==> config.mk <==
export PLATFORM = sky130hd
export DESIGN_NAME = axi_mem_bridge
export DESIGN_NICKNAME = d
export VERILOG_FILES = /design/src/logic/axi_mem_pkg.sv /design/src/logic/rd_burst_gen.sv /design/src/logic/wr_burst_gen.sv /design/src/logic/beat_arbiter.sv /design/src/logic/stream_fifo.sv /design/src/logic/resp_unit.sv /design/src/logic/axi_mem_bridge.sv
export VERILOG_INCLUDE_DIRS = /design/src /design/src/logic
export SDC_FILE = /design/constraint.sdc
export NUM_CORES = 1
export LEC_CHECK = 0
export BUFFER_PORTS_ARGS = -buffer_cell sky130_fd_sc_hd__clkbuf_2
export CAP_MARGIN = 20
export CORE_AREA = 2 2 192 194
export CTS_CLUSTER_DIAMETER = 30
export DETAILED_ROUTE_END_ITERATION = 8
export DIE_AREA = 0 0 194 196
export GPL_TIMING_DRIVEN = 0
export PLACE_DENSITY = 0.46
export SLEW_MARGIN = 40
export SYNTH_ARGS = -nofsm -noshare
export SYNTH_HDL_FRONTEND = slang
export SYNTH_SLANG_ARGS = --single-unit
==> constraint.sdc <==
create_clock -name clk_i -period 6.6 [get_ports clk_i]
set_clock_uncertainty 0.2 [all_clocks]
set_input_delay 0.66 -clock clk_i [delete_from_list [all_inputs] [get_ports clk_i]]
set_output_delay 0.66 -clock clk_i [all_outputs]
set_load 0.05 [all_outputs]
==> src/logic/axi_mem_config.svh <==
// ======================================================================
// Width and depth settings of the AXI memory bridge
// ======================================================================
`ifndef AXI_MEM_CONFIG_SVH
`define AXI_MEM_CONFIG_SVH

// Byte address width
`define AXI_MEM_ADDR_WIDTH 16

// Beat width in bits
`define AXI_MEM_DATA_WIDTH 32

// Transaction ID width
`define AXI_MEM_ID_WIDTH 4

// Entries of the metadata and read data buffers
`define AXI_MEM_BUF_DEPTH 4

`endif

==> src/logic/axi_mem_pkg.sv <==
// ======================================================================
// Shared types of the AXI memory bridge
// ======================================================================
`default_nettype none
`include "axi_mem_config.svh"

package axi_mem_pkg;

  // Bytes per beat and address step between beats
  localparam int unsigned DataBytes = `AXI_MEM_DATA_WIDTH / 8;

  typedef logic [`AXI_MEM_ADDR_WIDTH-1:0] addr_t;
  typedef logic [`AXI_MEM_DATA_WIDTH-1:0] data_t;
  typedef logic [DataBytes-1:0]           strb_t;
  typedef logic [`AXI_MEM_ID_WIDTH-1:0]   id_t;
  // Number of beats minus one
  typedef logic [7:0]                     len_t;

  // One memory beat on its way from the arbiter to R or B
  typedef struct packed {
    addr_t addr;
    id_t   id;
    logic  last;
    logic  write;
  } beat_meta_t;

endpackage

`default_nettype wire

==> src/logic/rd_burst_gen.sv <==
// ======================================================================
// Read burst generator that splits one AR into single memory beats
// ======================================================================
`timescale 1ns/1ps
`default_nettype none

module rd_burst_gen (
  input  logic                    clk_i,
  input  logic                    rst_ni,
  input  logic                    ar_valid_i,
  input  axi_mem_pkg::addr_t      ar_addr_i,
  input  axi_mem_pkg::len_t       ar_len_i,
  input  axi_mem_pkg::id_t        ar_id_i,
  output logic                    ar_ready_o,
  output logic                    beat_valid_o,
  output axi_mem_pkg::beat_meta_t beat_o,
  input  logic                    beat_ready_i,
  output logic                    burst_active_o
);

  axi_mem_pkg::len_t  cnt_q;
  axi_mem_pkg::addr_t addr_q;
  axi_mem_pkg::id_t   id_q;

  assign burst_active_o = (cnt_q != '0);

  always_comb begin
    beat_o.write = 1'b0;
    if (burst_active_o) begin
      // Next aligned address of the open burst
      beat_o.addr  = addr_q + axi_mem_pkg::addr_t'(axi_mem_pkg::DataBytes);
      beat_o.id    = id_q;
      beat_o.last  = (cnt_q == 8'd1);
      beat_valid_o = 1'b1;
    end else begin
      // First beat comes straight from AR
      beat_o.addr  = ar_addr_i;
      beat_o.id    = ar_id_i;
      beat_o.last  = (ar_len_i == '0);
      beat_valid_o = ar_valid_i;
    end
  end

  assign ar_ready_o = !burst_active_o && ar_valid_i && beat_ready_i;

  always_ff @(posedge clk_i or negedge rst_ni) begin
    if (!rst_ni) begin
      cnt_q <= '0;
    end else if (ar_ready_o) begin
      cnt_q <= ar_len_i;
    end else if (burst_active_o && beat_ready_i) begin
      cnt_q <= cnt_q - 8'd1;
    end
  end

  always_ff @(posedge clk_i) begin
    if (ar_ready_o) begin
      addr_q <= ar_addr_i & ~axi_mem_pkg::addr_t'(axi_mem_pkg::DataBytes - 1);
      id_q   <= ar_id_i;
    end else if (burst_active_o && beat_ready_i) begin
      addr_q <= beat_o.addr;
    end
  end

endmodule

`default_nettype wire

==> src/logic/wr_burst_gen.sv <==
// ======================================================================
// Write burst generator that pairs one AW with its W beats
// ======================================================================
`timescale 1ns/1ps
`default_nettype none

module wr_burst_gen (
  input  logic                    clk_i,
  input  logic                    rst_ni,
  input  logic                    aw_valid_i,
  input  axi_mem_pkg::addr_t      aw_addr_i,
  input  axi_mem_pkg::len_t       aw_len_i,
  input  axi_mem_pkg::id_t        aw_id_i,
  output logic                    aw_ready_o,
  input  logic                    w_valid_i,
  output logic                    w_ready_o,
  output logic                    beat_valid_o,
  output axi_mem_pkg::beat_meta_t beat_o,
  input  logic                    beat_ready_i,
  output logic                    burst_active_o
);

  axi_mem_pkg::len_t  cnt_q;
  axi_mem_pkg::addr_t addr_q;
  axi_mem_pkg::id_t   id_q;
  logic               beat_acc;

  assign burst_active_o = (cnt_q != '0);

  always_comb begin
    beat_o.write = 1'b1;
    if (burst_active_o) begin
      beat_o.addr  = addr_q + axi_mem_pkg::addr_t'(axi_mem_pkg::DataBytes);
      beat_o.id    = id_q;
      beat_o.last  = (cnt_q == 8'd1);
      beat_valid_o = w_valid_i;
    end else begin
      // First beat waits for both AW and its W data
      beat_o.addr  = aw_addr_i;
      beat_o.id    = aw_id_i;
      beat_o.last  = (aw_len_i == '0);
      beat_valid_o = aw_valid_i && w_valid_i;
    end
  end

  assign beat_acc   = beat_valid_o && beat_ready_i;
  assign w_ready_o  = beat_acc;
  assign aw_ready_o = beat_acc && !burst_active_o;

  always_ff @(posedge clk_i or negedge rst_ni) begin
    if (!rst_ni) begin
      cnt_q <= '0;
    end else if (aw_ready_o) begin
      cnt_q <= aw_len_i;
    end else if (burst_active_o && beat_acc) begin
      cnt_q <= cnt_q - 8'd1;
    end
  end

  always_ff @(posedge clk_i) begin
    if (aw_ready_o) begin
      addr_q <= aw_addr_i & ~axi_mem_pkg::addr_t'(axi_mem_pkg::DataBytes - 1);
      id_q   <= aw_id_i;
    end else if (burst_active_o && beat_acc) begin
      addr_q <= beat_o.addr;
    end
  end

endmodule

`default_nettype wire

==> src/logic/beat_arbiter.sv <==
// ======================================================================
// Read/write beat arbiter driving the memory request
// ======================================================================
`timescale 1ns/1ps
`default_nettype none

module beat_arbiter (
  input  logic                    clk_i,
  input  logic                    rst_ni,
  input  logic                    rd_valid_i,
  input  axi_mem_pkg::beat_meta_t rd_beat_i,
  input  logic                    rd_active_i,
  output logic                    rd_ready_o,
  input  logic                    wr_valid_i,
  input  axi_mem_pkg::beat_meta_t wr_beat_i,
  input  logic                    wr_active_i,
  output logic                    wr_ready_o,
  input  logic                    meta_room_i,
  output logic                    mem_req_o,
  input  logic                    mem_gnt_i,
  output axi_mem_pkg::beat_meta_t beat_o,
  output logic                    push_o
);

  // Selection is 1 for the write side
  logic sel_d, sel_q;
  logic lock_q;

  always_comb begin
    sel_d = sel_q;
    if (!lock_q) begin
      if (rd_valid_i ^ wr_valid_i) begin
        sel_d = wr_valid_i;
      end else if (rd_valid_i && wr_valid_i) begin
        // Single writes slip in between read beats, but only after a read grant
        if (wr_beat_i.last && !rd_beat_i.last && !sel_q) begin
          sel_d = 1'b1;
        end else if (wr_active_i) begin
          sel_d = 1'b1;
        end else if (rd_active_i) begin
          sel_d = 1'b0;
        end else begin
          sel_d = ~sel_q;
        end
      end
    end
  end

  assign beat_o     = sel_d ? wr_beat_i : rd_beat_i;
  assign mem_req_o  = (sel_d ? wr_valid_i : rd_valid_i) && meta_room_i;
  assign push_o     = mem_req_o && mem_gnt_i;
  assign rd_ready_o = push_o && !sel_d;
  assign wr_ready_o = push_o && sel_d;

  always_ff @(posedge clk_i or negedge rst_ni) begin
    if (!rst_ni) begin
      sel_q  <= 1'b0;
      lock_q <= 1'b0;
    end else begin
      sel_q  <= sel_d;
      // Hold the choice while the request waits for its grant
      lock_q <= mem_req_o && !mem_gnt_i;
    end
  end

endmodule

`default_nettype wire

==> src/logic/stream_fifo.sv <==
// ======================================================================
// Registered-output FIFO with a type parameter for its entries
// ======================================================================
`timescale 1ns/1ps
`default_nettype none

module stream_fifo #(
  parameter type         T     = logic,
  parameter int unsigned Depth = 4
) (
  input  logic clk_i,
  input  logic rst_ni,
  input  logic push_i,
  input  T     data_i,
  output logic full_o,
  input  logic pop_i,
  output T     data_o,
  output logic empty_o
);

  localparam int unsigned PtrW = (Depth > 1) ? $clog2(Depth) : 1;
  localparam int unsigned CntW = $clog2(Depth + 1);

  T                mem_q [Depth];
  logic [PtrW-1:0] wr_ptr_q, rd_ptr_q;
  logic [CntW-1:0] cnt_q;
  logic            do_push, do_pop;

  assign full_o  = (cnt_q == CntW'(Depth));
  assign empty_o = (cnt_q == '0);
  assign do_push = push_i && !full_o;
  assign do_pop  = pop_i && !empty_o;
  assign data_o  = mem_q[rd_ptr_q];

  always_ff @(posedge clk_i or negedge rst_ni) begin
    if (!rst_ni) begin
      wr_ptr_q <= '0;
      rd_ptr_q <= '0;
      cnt_q    <= '0;
    end else begin
      if (do_push) begin
        wr_ptr_q <= (wr_ptr_q == PtrW'(Depth - 1)) ? '0 : wr_ptr_q + 1'b1;
      end
      if (do_pop) begin
        rd_ptr_q <= (rd_ptr_q == PtrW'(Depth - 1)) ? '0 : rd_ptr_q + 1'b1;
      end
      cnt_q <= cnt_q + CntW'(do_push) - CntW'(do_pop);
    end
  end

  always_ff @(posedge clk_i) begin
    if (do_push) begin
      mem_q[wr_ptr_q] <= data_i;
    end
  end

endmodule

`default_nettype wire

==> src/logic/resp_unit.sv <==
// ======================================================================
// Response unit joining beat metadata with memory data for R and B
// ======================================================================
`timescale 1ns/1ps
`default_nettype none

module resp_unit (
  input  axi_mem_pkg::beat_meta_t meta_i,
  input  logic                    meta_empty_i,
  input  axi_mem_pkg::data_t      rdata_i,
  input  logic                    data_empty_i,
  output logic                    pop_o,
  output logic                    r_valid_o,
  input  logic                    r_ready_i,
  output axi_mem_pkg::data_t      r_data_o,
  output axi_mem_pkg::id_t        r_id_o,
  output logic                    r_last_o,
  output logic                    b_valid_o,
  input  logic                    b_ready_i,
  output axi_mem_pkg::id_t        b_id_o
);

  logic head_valid;

  // A beat is complete once both heads are present
  assign head_valid = !meta_empty_i && !data_empty_i;

  assign r_valid_o = head_valid && !meta_i.write;
  assign b_valid_o = head_valid && meta_i.write && meta_i.last;

  // Non-final write beats only retire their memory response
  always_comb begin
    if (!meta_i.write) begin
      pop_o = head_valid && r_ready_i;
    end else if (meta_i.last) begin
      pop_o = head_valid && b_ready_i;
    end else begin
      pop_o = head_valid;
    end
  end

  assign r_data_o = rdata_i;
  assign r_id_o   = meta_i.id;
  assign r_last_o = meta_i.last;
  assign b_id_o   = meta_i.id;

endmodule

`default_nettype wire

==> src/logic/axi_mem_bridge.sv <==
// ======================================================================
// AXI to single-port memory bridge, top level
// ======================================================================
`timescale 1ns/1ps
`default_nettype none
`include "axi_mem_config.svh"

module axi_mem_bridge (
  input  logic                    clk_i,
  input  logic                    rst_ni,
  input  logic                    ar_valid_i,
  output logic                    ar_ready_o,
  input  axi_mem_pkg::addr_t      ar_addr_i,
  input  axi_mem_pkg::len_t       ar_len_i,
  input  axi_mem_pkg::id_t        ar_id_i,
  input  logic                    aw_valid_i,
  output logic                    aw_ready_o,
  input  axi_mem_pkg::addr_t      aw_addr_i,
  input  axi_mem_pkg::len_t       aw_len_i,
  input  axi_mem_pkg::id_t        aw_id_i,
  input  logic                    w_valid_i,
  output logic                    w_ready_o,
  input  axi_mem_pkg::data_t      w_data_i,
  input  axi_mem_pkg::strb_t      w_strb_i,
  input  logic                    w_last_i,
  output logic                    r_valid_o,
  input  logic                    r_ready_i,
  output axi_mem_pkg::data_t      r_data_o,
  output axi_mem_pkg::id_t        r_id_o,
  output logic                    r_last_o,
  output logic                    b_valid_o,
  input  logic                    b_ready_i,
  output axi_mem_pkg::id_t        b_id_o,
  output logic                    mem_req_o,
  input  logic                    mem_gnt_i,
  output axi_mem_pkg::addr_t      mem_addr_o,
  output axi_mem_pkg::data_t      mem_wdata_o,
  output axi_mem_pkg::strb_t      mem_strb_o,
  output logic                    mem_we_o,
  input  logic                    mem_rvalid_i,
  input  axi_mem_pkg::data_t      mem_rdata_i,
  output logic                    busy_o
);

  axi_mem_pkg::beat_meta_t rd_beat, wr_beat, mem_beat, meta_head;
  axi_mem_pkg::data_t      data_head;
  logic rd_valid, rd_ready, rd_active;
  logic wr_valid, wr_ready, wr_active;
  logic meta_full, meta_empty, data_empty;
  logic push, pop;

  rd_burst_gen i_rd_gen (
    .clk_i, .rst_ni,
    .ar_valid_i, .ar_addr_i, .ar_len_i, .ar_id_i, .ar_ready_o,
    .beat_valid_o   (rd_valid),
    .beat_o         (rd_beat),
    .beat_ready_i   (rd_ready),
    .burst_active_o (rd_active)
  );

  wr_burst_gen i_wr_gen (
    .clk_i, .rst_ni,
    .aw_valid_i, .aw_addr_i, .aw_len_i, .aw_id_i, .aw_ready_o,
    .w_valid_i, .w_ready_o,
    .beat_valid_o   (wr_valid),
    .beat_o         (wr_beat),
    .beat_ready_i   (wr_ready),
    .burst_active_o (wr_active)
  );

  beat_arbiter i_arbiter (
    .clk_i, .rst_ni,
    .rd_valid_i  (rd_valid),
    .rd_beat_i   (rd_beat),
    .rd_active_i (rd_active),
    .rd_ready_o  (rd_ready),
    .wr_valid_i  (wr_valid),
    .wr_beat_i   (wr_beat),
    .wr_active_i (wr_active),
    .wr_ready_o  (wr_ready),
    .meta_room_i (!meta_full),
    .mem_req_o,
    .mem_gnt_i,
    .beat_o      (mem_beat),
    .push_o      (push)
  );

  // Memory side of the chosen beat
  // W payload is held by the master until its grant
  assign mem_addr_o  = mem_beat.addr;
  assign mem_we_o    = mem_beat.write;
  assign mem_wdata_o = w_data_i;
  assign mem_strb_o  = w_strb_i;

  stream_fifo #(.T(axi_mem_pkg::beat_meta_t), .Depth(`AXI_MEM_BUF_DEPTH)) i_meta_fifo (
    .clk_i, .rst_ni,
    .push_i  (push),
    .data_i  (mem_beat),
    .full_o  (meta_full),
    .pop_i   (pop),
    .data_o  (meta_head),
    .empty_o (meta_empty)
  );

  // Never holds more entries than the metadata FIFO
  stream_fifo #(.T(axi_mem_pkg::data_t), .Depth(`AXI_MEM_BUF_DEPTH)) i_data_fifo (
    .clk_i, .rst_ni,
    .push_i  (mem_rvalid_i),
    .data_i  (mem_rdata_i),
    .full_o  (),
    .pop_i   (pop),
    .data_o  (data_head),
    .empty_o (data_empty)
  );

  resp_unit i_resp (
    .meta_i       (meta_head),
    .meta_empty_i (meta_empty),
    .rdata_i      (data_head),
    .data_empty_i (data_empty),
    .pop_o        (pop),
    .r_valid_o, .r_ready_i, .r_data_o, .r_id_o, .r_last_o,
    .b_valid_o, .b_ready_i, .b_id_o
  );

  assign busy_o = ar_valid_i || aw_valid_i || w_valid_i ||
                  rd_active || wr_active || !meta_empty || !data_empty;

endmodule

`default_nettype wire

---- Yosys cells after proc, flatten, opt, wreduce, memory -nomap -nowiden ----
Memories as Yosys holds them, arrays and structs flattened.
Index checks and enable logic that the tools add are counted.
operators by class
  reductions and logical operators ........ 50
  add/sub/neg operators ................... 12
  eq/ne operators ......................... 8
  bitwise operators ....................... 2
  mux-type cells .......................... 30
operators by type and width
  operator                 count
  $mux W16                 4
  $mux W21                 2
  $add A16 B3 Y16 const B  2
  $mux W8                  4
  $logic_and A1 B1 Y1      25
  $mux W22                 1
  $eq A8 B1 Y1 const B     2
  $logic_not A8 Y1         2
  $reduce_bool A8 Y1       2
  $sub A8 B1 Y8 const B    2
  $mux W1                  15
  $logic_not A1 Y1         11
  $add A2 B1 Y2 const B    4
  $eq A2 B2 Y1 const B     4
  $mux W2                  4
  $add A3 B1 Y3            2
  $eq A3 B3 Y1 const B     2
  $logic_not A3 Y1         2
  $logic_or A1 B1 Y1       6
  $sub A3 B1 Y3            2
  $reduce_bool A2 Y1       2
  $not A1 Y1               1
  $xor A1 B1 Y1            1
word-level totals
  memories ................................ 2
  output and inout port bits .............. 101
  logic and storage cells ................. 120
  input port bits ......................... 134
  flip-flop bits (word level) ............. 72
  memory bits (writable) .................. 216
memories
  memory             words  bits a word  read ports  clocked after Yosys merged registers in  wr ports  RTL line           RTL
  i_data_fifo.mem_q  4      32           1           0                                        1         stream_fifo.sv:24  T mem_q [Depth];
  i_meta_fifo.mem_q  4      22           1           0                                        1         stream_fifo.sv:24

---- Logic depth before layout (Yosys ltp) ----
  depth after elaboration ................. 17
  gate-level depth with buffers ........... 16
  mapped depth without buffers ............ 15

---- Modules after synthesis ----
A second synthesis with hierarchy kept.
unflattened totals
  cell total of the unflattened synthesis .. 906
  area, all modules ....................... 13585.5 µm²
modules (own cells, without submodules)
  module                     instances  cells each  area an instance (µm²)  seq. area each (µm²)
  stream_fifo (i_data_fifo)  1          207         5111.2                  4018.9
  stream_fifo (i_meta_fifo)  1          159         3643.5                  2817.7
  rd_burst_gen               1          207         1829.3                  780.7
  wr_burst_gen               1          196         1811.7                  780.7
  beat_arbiter               1          51          564.3                   50.0
  resp_unit                  1          46          336.6                   0.0
  axi_mem_bridge             1          40          289.0                   0.0

---- Worst setup path after synthesis ----
No wires, ideal clock.
  path type ............................... flip-flop to output port
  from .................................... register i_rd_gen.cnt_q[0]
  to ...................................... output port ar_ready_o
  slack ................................... 1.326 ns
  stages on the path, launching flop included .. 14
  arrival time ............................ 4.414 ns
  buffers on the path ..................... 1
  required time ........................... 5.740 ns
  path through ............................ dfrtp_1 -> inv_1 -> ha_1 -> or3b_2 -> clkbuf_1 -> nand2b_1 -> nor2_2 -> inv_1 -> ha_1 -> or3b_2 -> o32ai_1 -> a31oi_1 -> a211o_4 -> nor2_1
on the way
  longest elaborated chain between the ends .. 14
  elaborated cells on any way between the ends .. 23
  classes of those cells .................. eq/ne: 1; mux: 9; bitwise: 1; reduce/logical: 12
ends and longest elaborated chain
  what                                                       RTL line                                RTL
  from (decl)                                                rd_burst_gen.sv:21                      axi_mem_pkg::len_t cnt_q;
  from (signal assigned)                                     rd_burst_gen.sv:50                      cnt_q <= ar_len_i;
  from (signal assigned)                                     rd_burst_gen.sv:52                      cnt_q <= cnt_q - 8'd1;
  $eq A8 B1 Y1 / $reduce_bool A8 Y1 (equally long branches)  rd_burst_gen.sv:33, rd_burst_gen.sv:25
  $mux W21                                                   rd_burst_gen.sv:29                      if (burst_active_o) begin
  $logic_not A1 Y1                                           beat_arbiter.sv:36                      if (wr_beat_i.last && !rd_beat_i.last && !sel_q) begin
  $logic_and A1 B1 Y1 (2 in a row)                           beat_arbiter.sv:36
  $mux W1                                                    beat_arbiter.sv:36
  $mux W1                                                    beat_arbiter.sv:34                      end else if (rd_valid_i && wr_valid_i) begin
  $mux W1                                                    beat_arbiter.sv:32                      if (rd_valid_i ^ wr_valid_i) begin
  $mux W1                                                    beat_arbiter.sv:31                      if (!lock_q) begin
  $mux W1                                                    beat_arbiter.sv:50                      assign mem_req_o = (sel_d ? wr_valid_i : rd_valid_i) && meta_room_i;
  $logic_and A1 B1 Y1                                        beat_arbiter.sv:50
  $logic_and A1 B1 Y1                                        beat_arbiter.sv:51                      assign push_o = mem_req_o && mem_gnt_i;
  $logic_and A1 B1 Y1                                        beat_arbiter.sv:52                      assign rd_ready_o = push_o && !sel_d;
  $logic_and A1 B1 Y1 *                                      rd_burst_gen.sv:44                      assign ar_ready_o = !burst_active_o && ar_valid_i && beat_ready_i;
  to (decl)                                                  axi_mem_bridge.sv:12                    output logic ar_ready_o,
Mark *: on every way between the ends. The rest lies on a longest branch, timed or not.

==> metrics.md <==
| Metric | Value |
|---|---|
| Reg2Reg Depth | `15` |
| Mapped cell area | `10660 sq um` |
| RSZ-0062 raised after global routing | `no` |
| PD cells | `532.2 nW/um^2` |
| Worst endpoint required time | `5.74 ns` |
| I/O Pins | `235` |
| Post-layout util | `39.84%` |
| Area grow syn2layout | `34.86%` |
| Yosys top cell area share | `52.96%` |
| Final instance area | `14380 sq um` |
| Cell count along the critical path | `17` |
| Least-Margin Pin Slew | `0.6938 ns` |
| Input/output buffers | `197` |
| Outcome | `complete, no violations` |
| Hold Violations, Final | `0` |
| Post-synth EDFFs | `188` |
| P_int | `4887 uW` |
| Via density | `4.605` |
| Sw Share | `36.12%` |
| DRC viols | `0` |
| Final period utilization | `92.53%` |
| Slowest-stage cell, CP | `or3b_2` |
| Final instance count without filler cells | `1564` |
| Yosys cell types | `66` |
| Die W | `194 um` |
| First-pass GRT wire length | `42350 um` |
| CTS root buf | `clkbuf_16` |
| Vias | `7202` |
| Slowest Stage Delay on Critical Path | `0.47 ns` |
| Ys Warns | `0` |
| RR Endpoint | `i_meta_fifo.cnt_q[1]$_DFF_PN0_` |
| Leakage | `0.005679 uW` |
| Reg power frac | `26.9%` |
| Gr ovfl total | `0` |
| Buf+Inv Stages, Crit Path | `7` |
| Clock sink count | `224` |
| DP Wirelength | `18760 um` |
| Syn Inst Count | `783` |
| Crit. End Element | `primary output` |
| Fmax | `0.1638 GHz` |
| Setup CP Type | `flop to primary output` |
| FF+latch count, synth | `224` |
| Core ar. | `36080 sq um` |
| Most used cell, CP | `inv_1` |
| DP Cell Count | `1448` |
| Routed WL per cell | `17.36 um` |
| DIE AREA | `38020 sq um` |
| Syn Area/Cell | `13.61 sq um` |
| Worst endpoint data arrival time | `5.25 ns` |
| Tmin final | `6.107 ns` |
| Vias in the first global route | `7488` |
| Max-cap violations | `0` |
| Routability cong. | `0.8339` |
| Number of diodes | `0` |
| Final #Nets | `1202` |
| Total track usage | `14.40%` |
| Die Y | `196 um` |
| Syn_nets | `940` |
| Max Used Layer | `met4` |
| DRT met1 WL | `11730 um` |
| H-Tree Depth | `2` |
| Logic pwr share | `34.2%` |
| Peak VDD IR | `0.3061 mV` |
| Ys async rst share | `14.29%` |
| Met2 Wirelength | `13250 um` |
| Drt initial violations | `290` |
| Worst r2r src | `i_rd_gen.cnt_q[0]$_DFFE_PN0P_` |
| Clk pwr share | `38.9%` |
| Site Rows | `70` |
| Largest net degree at the start of global routing | `33` |
| Initial Util | `29.54%` |
| Clock slew at reported path FFs | `0.04 ns` |
| Placed Area | `12250 sq um` |
| Area contributors post-synth | `edfxtp_1 (53%), mux4_2 (8.0%), dfrtp_1 (7.5%)` |
| Yosys top cell by area | `edfxtp_1` |
| Max-slew headroom | `53.69%` |
| Inserted Clock Buffers | `60` |
| NetSw | `2764 uW` |
| Met3 wire length | `1421 um` |
| Layout cells sized above 1 | `39.32%` |
| Clock Latency Late Sink | `0.57 ns` |
| Sequential area share after synthesis | `61.23%` |
| Min-delay worst type | `input pin to flop` |
| Top FF cell, synth | `edfxtp_1` |
| Worst hold path depth | `2` |
| Beginning of the worst hold path | `mem_gnt_i` |
| Final slew viol count | `0` |
| DRT Pass-1 Iters | `6` |
| Max Root-Sink Buffers | `3` |
| Hold endpoint | `i_arbiter.lock_q$_DFF_PN0_` |
| Delay-heaviest family, CP | `simple AND/OR/NAND/NOR gates` |
| CTS tree | `built` |
| Critical path, cell by cell | `inv_1 -> ha_1 -> or3b_2 -> clkbuf_1 -> nand2b_1 -> nor2_4 -> inv_1 -> ha_1 -> or3b_2 -> o32ai_1 -> a31oi_1 -> a21oi_4 -> buf_4 -> inv_1 -> o21ai_1 -> buf_4 -> clkbuf_2` |
| Setup TNS | `0 ns` |
| Setup crit start kind | `flop` |
| # setup viols final | `0` |
| Setup slack, reg-to-reg | `1.69 ns` |
| Post-Route WL | `27150 um` |
| Routed Antenna Nets | `0` |
| Initial antenna violation count | `0` |
| Critical Path Fanout Max | `10` |
[state kept, by name (all words and copies together) (netlist names), 3 cells and up]
register and flops:
i_wr_gen.cnt_q 8, i_data_fifo.cnt_q 3, i_rd_gen.id_q 4, i_wr_gen.addr_q 16, i_meta_fifo.mem_q 24, i_rd_gen.cnt_q 8
i_wr_gen.id_q 4, i_rd_gen.addr_q 16, i_meta_fifo.cnt_q 3, i_data_fifo.mem_q 128
[cells by family (layout without fill, tap and decap cells)]
| kind of cell | count (synthesis) | count (layout) | share of synthesized area [%] |
|---|---|---|---|
| AOI/OAI and AO/OA | 104 | 104 | 6.785 |
| xor gates and xnor gates | 27 | 27 | 2.219 |
| adders and majority gates | 23 | 23 | 2.841 |
| buffers and inverters | 120 | 433 | 6.503 |
| DFF | 224 | 224 | 61.23 |
| muxes | 58 | 58 | 10.07 |
| and+or+nand+nor | 227 | 227 | 10.35 |
[worst max-delay path by stage]
stage,startpoint,endpoint,slack (ns)
after detailed placement,i_rd_gen.cnt_q[0]$_DFFE_PN0P_,mem_addr_o[11],0.23
final,i_rd_gen.cnt_q[0]$_DFFE_PN0P_,mem_addr_o[11],0.49
after global placement,i_rd_gen.cnt_q[0]$_DFFE_PN0P_,mem_addr_o[11],0.22
after floorplan,i_rd_gen.cnt_q[0]$_DFFE_PN0P_,ar_ready_o,1.33
after CTS,i_rd_gen.cnt_q[0]$_DFFE_PN0P_,mem_addr_o[11],0.24
after global routing,i_rd_gen.cnt_q[0]$_DFFE_PN0P_,mem_addr_o[11],0.14
[synth_stat cells, drive strengths merged, types with 2 or more instances]
| library cell | number |
|---|---|
| nand4 | 5 |
| a2bb2oi | 3 |
| nor2b | 6 |
| buf | 70 |
| nor3b | 3 |
| o2bb2a | 2 |
| and2 | 16 |
| o211ai | 6 |
| or3b | 3 |
| mux2i | 6 |
| a211oi | 3 |
| o22ai | 4 |
| dfxtp | 4 |
| edfxtp | 188 |
| a211o | 2 |
| nor4b | 2 |
| o21ba | 2 |
| ha | 21 |
| nor4 | 11 |
| nor2 | 71 |
| mux2 | 14 |
| nand2b | 4 |
| o21ai | 31 |
| or4 | 4 |
| a22oi | 6 |
| mux4 | 38 |
| a31oi | 8 |
| a21oi | 25 |
| inv | 32 |
| and4 | 3 |
| dfrtp | 32 |
| nor3 | 11 |
| nand3 | 15 |
| and3 | 2 |
| xnor2 | 17 |
| clkbuf | 18 |
| a21boi | 2 |
| xor2 | 10 |
| fa | 2 |
| o31ai | 5 |
| or3 | 7 |
| nand2 | 63 |
[per-stage QoR]
step                hold WS (ns)  total power [uW]  setup WS (ns)
detailed placement        0.2587              4741         0.2284
CTS                      0.03709              7767         0.2413
floorplan                 0.1644              4082          1.326
global route             0.05801              8057         0.1439
global placement          0.2534              4731         0.2237
finish                   0.06978              7650         0.4932
[worst register-to-register path, cell delays in order, from the launching register on]
cell and delay, ns:
dfrtp_1 0.42, inv_1 0.13, ha_1 0.21, or3b_2 0.44, clkbuf_1 0.21, nand2b_1 0.32
nor2_4 0.20, inv_1 0.11, ha_1 0.36, or3b_2 0.47, o32ai_1 0.32, a31oi_1 0.16
a211o_4 0.37, o21ai_4 0.23, ha_1 0.22, fa_1 0.41
[layer usage]
metal / vias to the layer above / global-route usage [%]
li1: 3417 / -
met1: 3513 / 17.85
met2: 216 / 24.07
met3: 56 / 3.490
met4: 0 / 6.089
met5: - / 0
[power by group through the flow]
stage,combinational [uW],clock [uW],sequential [uW]
floorplan,2050,0,2040
global placement,2650,0,2090
detailed placement,2660,0,2080
CTS,2680,3030,2060
global route,2850,3120,2090
finish,2620,2970,2060
[placed cells by master (no fill, tap or decap), drive strengths merged, types with 17 or more instances in the layout]
cell type	netlist	routed
buf	70	72
a21oi	25	25
ha	21	21
clkbuf	18	286
dfrtp	32	32
mux4	38	38
inv	32	35
nand2	63	63
xnor2	17	17
edfxtp	188	188
clkinv	0	24
o21ai	31	31
nor2	71	71
[area by class of cell]
type	count	area (sq um)
fill	3509	21710
sequential	224	6526
multi-input combinational	439	3462
clock buffer	71	1564
timing repair buffer	200	1013
tap	468	585.6
buffer	88	574.3
clock inverter	42	526.8
inverter	32	122.6
[repair_timing]
item                                   in CTS  in global routing
gates resized for setup                     2                  0
pin swaps                                   1                  0
cloned                                      0                  0
buffers inserted                            1                  1
endpoints found under the hold margin      32                  0
hold buffers                                1                  0
setup endpoints to repair                  14                  2
Power figures use the tool's default switching activity.
